[src/eg_cfg_pkg.sv]
package eg_cfg_pkg;

    ////////////////////////////////////////
    // round and field sizes
    ////////////////////////////////////////
    localparam int SLOTS = 18;       // operator slots per round
    localparam int ATT_W = 10;       // attenuation, 0 loudest
    localparam int RATE_W = 6;       // effective rate
    localparam int CNT_W = 15;       // global envelope counter
    localparam int TL_W = 6;         // total level

    localparam logic [ATT_W-1:0] ATT_MAX = 10'h3ff;  // silent

    ////////////////////////////////////////
    // rate constants
    ////////////////////////////////////////
    localparam logic [RATE_W-1:0] RATE_MAX = 6'd63;

    // slowest pacing spans this many counter bits
    localparam logic [3:0] STEP_TOP = 4'd13;

    // attack rate that jumps straight to full volume
    localparam logic [3:0] AR_INSTANT = 4'd15;

    localparam int SL_SHIFT = 5;     // sustain level x32

endpackage

[src/eg_phase_pkg.sv]
package eg_phase_pkg;

    ////////////////////////////////////////
    // envelope phases
    ////////////////////////////////////////

    // encoding is stored as-is in the phase ring
    typedef enum logic [1:0] {
        ATTACK  = 2'd0,
        DECAY   = 2'd1,
        SUSTAIN = 2'd2,
        RELEASE = 2'd3
    } eg_phase_t;

    // every slot starts out released, i.e. silent
    localparam eg_phase_t PHASE_RST = RELEASE;

endpackage

[src/eg_slot_ring.sv]
`timescale 1ns/1ps

module eg_slot_ring #(
    parameter int WIDTH = 1,
    parameter int STAGES = 18,
    parameter logic [WIDTH-1:0] RST_VAL = '0
) (
    input  logic             clk,
    input  logic             rst_n,
    input  logic             cen,
    input  logic [WIDTH-1:0] din,
    output logic [WIDTH-1:0] dout
);

    logic [WIDTH-1:0] sr [STAGES];

    // one slot per cell, shifts once per slot tick
    always_ff @(posedge clk or negedge rst_n) begin
        if (!rst_n) begin
            for (int i = 0; i < STAGES; i++) begin
                sr[i] <= RST_VAL;
            end
        end else if (cen) begin
            sr[0] <= din;
            for (int i = 1; i < STAGES; i++) begin
                sr[i] <= sr[i-1];
            end
        end
    end

    assign dout = sr[STAGES-1];  // value written STAGES ticks ago

endmodule

[src/eg_counter.sv]
`timescale 1ns/1ps

module eg_counter (
    input  logic                        clk,
    input  logic                        rst_n,
    input  logic                        cen,
    input  logic                        zero,
    input  logic                        eg_stop,
    output logic [eg_cfg_pkg::CNT_W-1:0] eg_cnt,
    output logic [eg_cfg_pkg::CNT_W-1:0] eg_carry
);

    logic [eg_cfg_pkg::CNT_W-1:0] cnt_inc;

    assign cnt_inc = eg_cnt + 1'b1;

    // advances once per round, at slot 0
    always_ff @(posedge clk or negedge rst_n) begin
        if (!rst_n) begin
            eg_cnt   <= '0;
            eg_carry <= '0;
        end else if (cen && zero) begin
            if (!eg_stop) begin
                eg_cnt   <= cnt_inc;
                eg_carry <= eg_cnt ^ cnt_inc;  // toggled bits
            end else begin
                // no toggles, so no step fires this round
                eg_carry <= '0;
            end
        end
    end

endmodule

[src/eg_phase_decode.sv]
`timescale 1ns/1ps

module eg_phase_decode (
    input  logic                          keyon,
    input  logic                          keyon_last,
    input  eg_phase_pkg::eg_phase_t       phase_in,
    input  logic [eg_cfg_pkg::ATT_W-1:0]  att_in,
    input  logic                          en_sus,
    input  logic [3:0]                    arate,
    input  logic [3:0]                    drate,
    input  logic [3:0]                    rrate,
    input  logic [3:0]                    sl,
    output eg_phase_pkg::eg_phase_t       phase_next,
    output logic [3:0]                    base_rate,
    output logic                          pg_rst
);

    logic                         keyon_now;
    logic                         keyoff_now;
    logic [eg_cfg_pkg::ATT_W-1:0] sus_lvl;

    ////////////////////////////////////////
    // key edges
    ////////////////////////////////////////
    assign keyon_now  = keyon & ~keyon_last;
    assign keyoff_now = ~keyon & keyon_last;
    assign pg_rst     = keyon_now;  // phase restarts with the attack

    assign sus_lvl = {{(eg_cfg_pkg::ATT_W-4){1'b0}}, sl} << eg_cfg_pkg::SL_SHIFT;

    ////////////////////////////////////////
    // phase transition
    ////////////////////////////////////////
    always_comb begin
        phase_next = phase_in;
        if (keyon_now) begin
            phase_next = eg_phase_pkg::ATTACK;
        end else if (keyoff_now) begin
            phase_next = eg_phase_pkg::RELEASE;
        end else begin
            case (phase_in)
                eg_phase_pkg::ATTACK: begin
                    if (att_in == '0) phase_next = eg_phase_pkg::DECAY;
                end
                eg_phase_pkg::DECAY: begin
                    // sustain level reached
                    if (att_in >= sus_lvl) phase_next = eg_phase_pkg::SUSTAIN;
                end
                default: begin
                    phase_next = phase_in;  // sustain and release hold
                end
            endcase
        end
    end

    // rate follows the phase the slot is entering
    always_comb begin
        case (phase_next)
            eg_phase_pkg::ATTACK:  base_rate = arate;
            eg_phase_pkg::DECAY:   base_rate = drate;
            eg_phase_pkg::SUSTAIN: base_rate = en_sus ? 4'd0 : rrate;
            default:               base_rate = rrate;
        endcase
    end

endmodule

[src/eg_step.sv]
`timescale 1ns/1ps

module eg_step (
    input  logic                          clk,
    input  logic                          rst_n,
    input  logic                          cen,
    input  eg_phase_pkg::eg_phase_t       phase,
    input  logic [3:0]                    base_rate,
    input  logic [3:0]                    keycode,
    input  logic                          ksr,
    input  logic [eg_cfg_pkg::ATT_W-1:0]  att_in,
    input  logic [eg_cfg_pkg::CNT_W-1:0]  eg_cnt,
    input  logic [eg_cfg_pkg::CNT_W-1:0]  eg_carry,
    output logic [eg_cfg_pkg::ATT_W-1:0]  att_next
);

    logic [6:0]                    rate_sum;
    logic [eg_cfg_pkg::RATE_W-1:0] rate;
    logic [3:0]                    shift;
    logic [eg_cfg_pkg::CNT_W-1:0]  mask;
    logic                          step;
    logic [eg_cfg_pkg::ATT_W-1:0]  att_calc;

    ////////////////////////////////////////
    // effective rate
    ////////////////////////////////////////
    assign rate_sum = {1'b0, base_rate, 2'b00}
                    + (ksr ? {3'b000, keycode} : {5'b00000, keycode[3:2]});

    always_comb begin
        if (rate_sum > {1'b0, eg_cfg_pkg::RATE_MAX}) begin
            rate = eg_cfg_pkg::RATE_MAX;  // cap
        end else begin
            rate = rate_sum[eg_cfg_pkg::RATE_W-1:0];
        end
    end

    ////////////////////////////////////////
    // step decision
    ////////////////////////////////////////
    always_comb begin
        if (rate[eg_cfg_pkg::RATE_W-1:2] >= eg_cfg_pkg::STEP_TOP) begin
            shift = 4'd0;  // every round
        end else begin
            shift = eg_cfg_pkg::STEP_TOP - rate[eg_cfg_pkg::RATE_W-1:2];
        end
        mask = ~({eg_cfg_pkg::CNT_W{1'b1}} << shift);
        // carry into bit shift means the counter just crossed the boundary
        step = (base_rate != 4'd0) && ((eg_cnt & mask) == '0) && eg_carry[shift];
    end

    // attack subtracts, everything else counts up
    always_comb begin
        att_calc = att_in;
        if (phase == eg_phase_pkg::ATTACK) begin
            if (base_rate == eg_cfg_pkg::AR_INSTANT) begin
                att_calc = '0;
            end else if (step && att_in != '0) begin
                att_calc = att_in - (att_in >> 4) - 1'b1;
            end
        end else if (step && att_in != eg_cfg_pkg::ATT_MAX) begin
            att_calc = att_in + 1'b1;
        end
    end

    always_ff @(posedge clk or negedge rst_n) begin
        if (!rst_n) begin
            att_next <= eg_cfg_pkg::ATT_MAX;
        end else if (cen) begin
            att_next <= att_calc;
        end
    end

endmodule

[src/eg_level_out.sv]
`timescale 1ns/1ps

module eg_level_out (
    input  logic                          clk,
    input  logic                          rst_n,
    input  logic                          cen,
    input  logic [eg_cfg_pkg::ATT_W-1:0]  att,
    input  logic [eg_cfg_pkg::TL_W-1:0]   tl,
    input  logic [1:0]                    ksl,
    input  logic [3:0]                    fnum_hi,
    input  logic [2:0]                    block,
    input  logic [3:0]                    lfo_mod,
    input  logic                          amsen,
    input  logic                          ams,
    output logic [eg_cfg_pkg::ATT_W-1:0]  eg_v
);

    logic [6:0]                   ks_base;
    logic [8:0]                   ks_term;
    logic [4:0]                   mod_term;
    logic [eg_cfg_pkg::ATT_W+1:0] sum;  // headroom before the clamp

    assign ks_base  = {1'b0, block, 3'b000} + {3'b000, fnum_hi};
    assign ks_term  = (ksl == 2'd0) ? 9'd0 : {2'b00, ks_base} << (ksl - 2'd1);
    assign mod_term = amsen ? (ams ? {lfo_mod, 1'b0} : {1'b0, lfo_mod}) : 5'd0;

    assign sum = {2'b00, att}
               + {{(eg_cfg_pkg::ATT_W-eg_cfg_pkg::TL_W){1'b0}}, tl, 2'b00}
               + {3'b000, ks_term}
               + {7'b0000000, mod_term};

    always_ff @(posedge clk or negedge rst_n) begin
        if (!rst_n) begin
            eg_v <= eg_cfg_pkg::ATT_MAX;
        end else if (cen) begin
            if (sum > {2'b00, eg_cfg_pkg::ATT_MAX}) begin
                eg_v <= eg_cfg_pkg::ATT_MAX;  // clamp to silent
            end else begin
                eg_v <= sum[eg_cfg_pkg::ATT_W-1:0];
            end
        end
    end

endmodule

[src/eg_top.sv]
`timescale 1ns/1ps

module eg_top (
    input  logic                          clk,
    input  logic                          rst_n,
    input  logic                          cen,
    input  logic                          zero,
    input  logic                          eg_stop,
    input  logic                          keyon,
    input  logic                          en_sus,
    input  logic [3:0]                    arate,
    input  logic [3:0]                    drate,
    input  logic [3:0]                    rrate,
    input  logic [3:0]                    sl,
    input  logic                          ksr,
    input  logic [3:0]                    keycode,
    input  logic [3:0]                    fnum_hi,
    input  logic [2:0]                    block,
    input  logic [eg_cfg_pkg::TL_W-1:0]   tl,
    input  logic [1:0]                    ksl,
    input  logic                          amsen,
    input  logic                          ams,
    input  logic [3:0]                    lfo_mod,
    output logic [eg_cfg_pkg::ATT_W-1:0]  eg_v,
    output logic                          pg_rst
);

    logic [eg_cfg_pkg::CNT_W-1:0] eg_cnt;
    logic [eg_cfg_pkg::CNT_W-1:0] eg_carry;

    // stage I
    logic                          keyon_last;
    logic [1:0]                    phase_q;
    eg_phase_pkg::eg_phase_t       phase_in;
    eg_phase_pkg::eg_phase_t       phase_next;
    logic [eg_cfg_pkg::ATT_W-1:0]  att_i;
    logic [3:0]                    base_rate_i;
    logic                          pg_rst_i;

    // stage II
    eg_phase_pkg::eg_phase_t       phase_ii;
    logic [3:0]                    base_rate_ii;
    logic [eg_cfg_pkg::ATT_W-1:0]  att_ii;
    logic [3:0]                    keycode_ii;
    logic                          ksr_ii;
    logic [eg_cfg_pkg::TL_W-1:0]   tl_ii, tl_iii;
    logic [1:0]                    ksl_ii, ksl_iii;
    logic [3:0]                    fnum_hi_ii, fnum_hi_iii;
    logic [2:0]                    block_ii, block_iii;
    logic [3:0]                    lfo_mod_ii, lfo_mod_iii;
    logic                          amsen_ii, amsen_iii;
    logic                          ams_ii, ams_iii;

    // stage III
    logic [eg_cfg_pkg::ATT_W-1:0]  att_iii;

    eg_counter u_cnt (
        .clk      ( clk      ),
        .rst_n    ( rst_n    ),
        .cen      ( cen      ),
        .zero     ( zero     ),
        .eg_stop  ( eg_stop  ),
        .eg_cnt   ( eg_cnt   ),
        .eg_carry ( eg_carry )
    );

    ////////////////////////////////////////
    // per-slot state rings
    ////////////////////////////////////////
    eg_slot_ring #(
        .WIDTH   ( 2                       ),
        .STAGES  ( eg_cfg_pkg::SLOTS       ),
        .RST_VAL ( eg_phase_pkg::PHASE_RST )
    ) u_phase_ring (
        .clk   ( clk        ),
        .rst_n ( rst_n      ),
        .cen   ( cen        ),
        .din   ( phase_next ),
        .dout  ( phase_q    )
    );

    assign phase_in = eg_phase_pkg::eg_phase_t'(phase_q);

    // written two ticks late, from the execute stage
    eg_slot_ring #(
        .WIDTH   ( eg_cfg_pkg::ATT_W   ),
        .STAGES  ( eg_cfg_pkg::SLOTS-2 ),
        .RST_VAL ( eg_cfg_pkg::ATT_MAX )
    ) u_att_ring (
        .clk   ( clk     ),
        .rst_n ( rst_n   ),
        .cen   ( cen     ),
        .din   ( att_iii ),
        .dout  ( att_i   )
    );

    eg_slot_ring #(
        .WIDTH   ( 1                 ),
        .STAGES  ( eg_cfg_pkg::SLOTS ),
        .RST_VAL ( 1'b0              )
    ) u_key_ring (
        .clk   ( clk        ),
        .rst_n ( rst_n      ),
        .cen   ( cen        ),
        .din   ( keyon      ),
        .dout  ( keyon_last )
    );

    ////////////////////////////////////////
    // stage I, decode
    ////////////////////////////////////////
    eg_phase_decode u_decode (
        .keyon      ( keyon       ),
        .keyon_last ( keyon_last  ),
        .phase_in   ( phase_in    ),
        .att_in     ( att_i       ),
        .en_sus     ( en_sus      ),
        .arate      ( arate       ),
        .drate      ( drate       ),
        .rrate      ( rrate       ),
        .sl         ( sl          ),
        .phase_next ( phase_next  ),
        .base_rate  ( base_rate_i ),
        .pg_rst     ( pg_rst_i    )
    );

    // stage II and III pipeline, late inputs ride along
    always_ff @(posedge clk or negedge rst_n) begin
        if (!rst_n) begin
            pg_rst       <= 1'b0;
            phase_ii     <= eg_phase_pkg::PHASE_RST;
            base_rate_ii <= 4'd0;
            att_ii       <= eg_cfg_pkg::ATT_MAX;
            keycode_ii   <= 4'd0;
            ksr_ii       <= 1'b0;
            {tl_ii, ksl_ii, fnum_hi_ii, block_ii}      <= '0;
            {lfo_mod_ii, amsen_ii, ams_ii}             <= '0;
            {tl_iii, ksl_iii, fnum_hi_iii, block_iii}  <= '0;
            {lfo_mod_iii, amsen_iii, ams_iii}          <= '0;
        end else if (cen) begin
            pg_rst       <= pg_rst_i;
            phase_ii     <= phase_next;
            base_rate_ii <= base_rate_i;
            att_ii       <= att_i;
            keycode_ii   <= keycode;
            ksr_ii       <= ksr;
            {tl_ii, ksl_ii, fnum_hi_ii, block_ii}      <= {tl, ksl, fnum_hi, block};
            {lfo_mod_ii, amsen_ii, ams_ii}             <= {lfo_mod, amsen, ams};
            {tl_iii, ksl_iii, fnum_hi_iii, block_iii}  <= {tl_ii, ksl_ii, fnum_hi_ii, block_ii};
            {lfo_mod_iii, amsen_iii, ams_iii}          <= {lfo_mod_ii, amsen_ii, ams_ii};
        end
    end

    ////////////////////////////////////////
    // stage II, execute
    ////////////////////////////////////////
    eg_step u_step (
        .clk       ( clk          ),
        .rst_n     ( rst_n        ),
        .cen       ( cen          ),
        .phase     ( phase_ii     ),
        .base_rate ( base_rate_ii ),
        .keycode   ( keycode_ii   ),
        .ksr       ( ksr_ii       ),
        .att_in    ( att_ii       ),
        .eg_cnt    ( eg_cnt       ),
        .eg_carry  ( eg_carry     ),
        .att_next  ( att_iii      )
    );

    // stage III, output level
    eg_level_out u_level (
        .clk     ( clk         ),
        .rst_n   ( rst_n       ),
        .cen     ( cen         ),
        .att     ( att_iii     ),
        .tl      ( tl_iii      ),
        .ksl     ( ksl_iii     ),
        .fnum_hi ( fnum_hi_iii ),
        .block   ( block_iii   ),
        .lfo_mod ( lfo_mod_iii ),
        .amsen   ( amsen_iii   ),
        .ams     ( ams_iii     ),
        .eg_v    ( eg_v        )
    );

endmodule

[config.mk]
export PLATFORM = sky130hd
export DESIGN_NAME = eg_top
export DESIGN_NICKNAME = d
export VERILOG_FILES = /design/src/eg_cfg_pkg.sv /design/src/eg_phase_pkg.sv /design/src/eg_slot_ring.sv /design/src/eg_counter.sv /design/src/eg_phase_decode.sv /design/src/eg_step.sv /design/src/eg_level_out.sv /design/src/eg_top.sv
export SDC_FILE = /design/constraint.sdc
export NUM_CORES = 1
export LEC_CHECK = 0
export ABC_AREA = 1
export BUFFER_PORTS_ARGS = -buffer_cell sky130_fd_sc_hd__buf_2
export CAP_MARGIN = 10
export CORE_MARGIN = 2
export CORE_UTILIZATION = 45
export DETAILED_ROUTE_END_ITERATION = 10
export PLACE_DENSITY = 0.59
export SLEW_MARGIN = 20
export SYNTH_ARGS = -nofsm -noshare
export SYNTH_HDL_FRONTEND = slang
export SYNTH_SLANG_ARGS = --single-unit
[constraint.sdc]
create_clock -name clk -period 10 [get_ports clk]
set_input_delay 1 -clock clk [delete_from_list [all_inputs] [get_ports clk]]
set_output_delay 1 -clock clk [all_outputs]
set_load 0.05 [all_outputs]
==> flow_summary.yaml <==
status:
  outcome: "finished clean"
yosys:
  syn_inst: 1748
  ys_top_cells_by_area: "dfstp_2, dfrtp_1, nand2_1"
  ys_seq_area_frac: 0.552
  ys_ff_latch: 324
  syn-mean-instance-area_sq_um: 8.69
  synth_largest_area_cell: "dfstp_2"
  synth_top_area_frac: 0.391
  yosysUniqueCellTypes: 40
  netlist_area_sq_um: 15200
  yosys_warnings: 0
  synth_nets: 1845
pwr:
  pwr-share-comb: 0.238
  power_mw: 4.10
  p_int_mw: 2.78
  power.switching_mw: 1.32
  sw_frac_of_total: 0.323
  clockPowerShare: 0.313
  power_density_nw_per_um2: 242
  ir_worst_vdd_mv: 0.149
  p_seq_frac: 0.449
  leakage_nw: 7.74
drt:
  route.detailed.drc: 0
  ant_nets: 0
  drt-initial-drc-count: 720
  wirelength_met1_mm: 14.5
  wl_met2_mm: 13.2
  wirelength_mm: 29.5
  post_drt_wl_per_cell_um: 13.1
  wl_met3_mm: 1.05
  top_layer: "met4"
  viasPerCell: 4.86
  vias: 10900
  drt_first_pass_iters: 5
clocking:
  path_clk_slew_ps: 60
  ctsLongestPathBuffers: 3
  h-tree-depth: 2
  cts_tree: "built"
  cts_resized: 0
  numCtsBuffers: 37
  cts_setup_buffers: 0
  cts-root-buf: "clkbuf_16"
  cts_hold_buf: 0
  clkLatencyLatePin_ps: 520
  clock-sinks: 324
critical_path:
  cp.arrival_ps: 4740
  start_kind: "register"
  cp.required_ps: 10440
  cp-end-kind: "register"
  rr_startpoint: "ksl_iii[0]"
  worstSetupPathType: "register to register"
  crit_start: "ksl_iii[0]"
  critPathMaxFanout: 13
timing:
  setup_ws_ps: 5700
  fin_crit_sh: 0.430
  setup_violations: 0
  rsz0062_at_grt: "false"
  setup-tns-final_ps: 0
  finalHoldViolations: 0
  worst_slew_pin_slew_ps: 959
  fin_skew_ps: 9.36
  period_minus_slack_ps: 4300
  report.final.slew_viol_count: 0
  relSlewSlack: 0.361
  fmax_mhz: 232
floorplan:
  start_util: 0.455
  fp.dieW_um: 188
  die_y_um: 188
  core_sq_um: 33400
  pin_count: 60
  rows: 67
  die-area_sq_um: 35300
global_route:
  grt_max_degree: 175
  antenna_found_initial: 0
  grt_pass1_vias: 10600
  overflow: 0
  grt_pass1_wl_mm: 51.7
  track_usage: 0.173
cells_and_area:
  syn2layout_area_growth_pct: 11.5
  antennaDiodeCount: 0
  fillers: 3218
  finalNetCount: 1870
  drive_gt1_frac: 0.202
placed_design:
  portBuffers: 57
  routabilityCongestion: 0.844
  hpwlAfterDp_mm: 18.7
  pre_cts_slack_ps: 5690
flow_run:
  cap_violations: 0
min_path:
  hp-class: "register to register"
  worstHoldStart: "u_att_ring.sr[18]"
-- final cells by class --
cell class                 instances  area (sq um)  area share
sequential                       324          8390       0.495
multi-input combinational       1129          5660       0.334
clock buffer                      63          1110      0.0657
inverter                         218           826      0.0487
tap                              448           561      0.0331
timing repair buffer              63           354      0.0209
clock inverter                     4          42.5     0.00251
-- worst max-delay path, cell delays in order (launching register included) --
cell      delay, ps
dfrtp_1         520
inv_1           140
ha_1            320
inv_1            40
nor2_1          180
inv_1           130
nor2_1          180
fa_1            440
ha_1            230
fa_1            410
a21oi_1         140
o21ai_0         150
a21oi_1         180
o21bai_1        110
nand2_1          80
nand2_1          50
a21oi_1         200
nand2_1          80
nand3_1          80
nand3_1         290
o22ai_1         220
inv_1            60
-- per-layer routing --
metal,vias to the layer above,track usage
li1,5570,-
met1,5148,0.250
met2,167,0.270
met3,53,0.0281
met4,0,0.0509
met5,-,0
-- flip-flops by register name, summed over array words and instances, names as in the netlist, 3 cells and up --
name,count
u_att_ring.sr,150
u_phase_ring.sr,34
u_key_ring.sr,17
u_cnt.eg_carry,15
u_cnt.eg_cnt,15
att_ii,10
u_att_ring.dout,10
u_level.eg_v,10
u_step.att_next,10
tl_ii,6
tl_iii,6
base_rate_ii,4
fnum_hi_ii,4
fnum_hi_iii,4
lfo_mod_ii,4
lfo_mod_iii,4
block_ii,3
block_iii,3
-- power by group through the flow --
stage	Combinational (mW)	Sequential (mW)	Clock [mW]
3_3_place_gp	0.958	1.86	0
3_5_place_dp	0.980	1.86	0
2_1_floorplan	0.705	1.88	0
4_1_cts	0.986	1.85	1.33
5_1_grt	1.13	1.88	1.38
6_report	0.976	1.84	1.28
-- metrics by stage --
step,util,cell area (sq um),cells,hold WS [ps]
after floorplan,-,15200,1748,442
after global placement,0.473,15800,2182,452
after detailed placement,0.473,15800,2182,457
after CTS,0.508,16900,2249,472
after global routing,0.508,16900,2249,488
final,0.508,16900,2249,464
-- final timing paths --
| kind | slack [ps] | end | depth (start not counted) |
|---|---|---|---|
| max | 5700 | u_level.eg_v[4] | 21 |
| max reg2reg | 5700 | u_level.eg_v[4] | 21 |
| min | 460 | u_att_ring.dout[8] | 2 |
| min in group asynchronous | 470 | u_cnt.eg_cnt[7] | 1 |
| max in group asynchronous | 7440 | ksr_ii | 3 |
| min reg2reg | 460 | u_att_ring.dout[8] | 2 |
-- placed cells by master (no fill, tap or decap), types with 2 or more instances in the layout --
cell type / n
nand2_1: 582
o21ai_0: 241
dfstp_2: 226
inv_1: 213
dfrtp_1: 98
buf_2: 55
nand3_1: 53
nor2_1: 42
ha_1: 39
clkbuf_16: 37
nand4_1: 32
xor2_1: 29
a21oi_1: 26
clkbuf_1: 17
xnor2_1: 12
o22ai_1: 12
nor3_1: 9
fa_1: 9
clkbuf_8: 9
nand2_2: 5
buf_4: 5
nand3_2: 4
nand2_4: 4
inv_2: 4
o21ai_1: 4
o211ai_1: 4
a22oi_1: 3
o21bai_1: 3
nand3b_1: 3
nor2_2: 2
nand3_4: 2
inv_6: 2
buf_8: 2
-- logic make-up after synthesis --
family / count (synthesis) / share of synthesized area
and+or+nand+nor: 742 / 0.203
AOI/OAI and AO/OA: 298 / 0.102
xor gates and xnor gates: 41 / 0.0236
buffers and inverters: 295 / 0.0754
adders and majority gates: 48 / 0.0440
DFF: 324 / 0.552
-- cell usage after synthesis (all sizes together) --
library cell / n
a21oi: 26
a22oi: 3
a31oi: 2
buf: 12
clkbuf: 65
dfrtp: 98
dfstp: 226
fa: 9
ha: 39
inv: 218
nand2: 591
nand3: 59
nand3b: 3
nand4: 32
nor2: 45
nor3: 9
nor4: 1
o2111ai: 1
o211ai: 4
o21ai: 245
o21bai: 3
o22ai: 12
o32ai: 1
o41ai: 1
or2: 1
or3b: 1
xnor2: 12
xor2: 29
(Power assumes the default switching activity.)
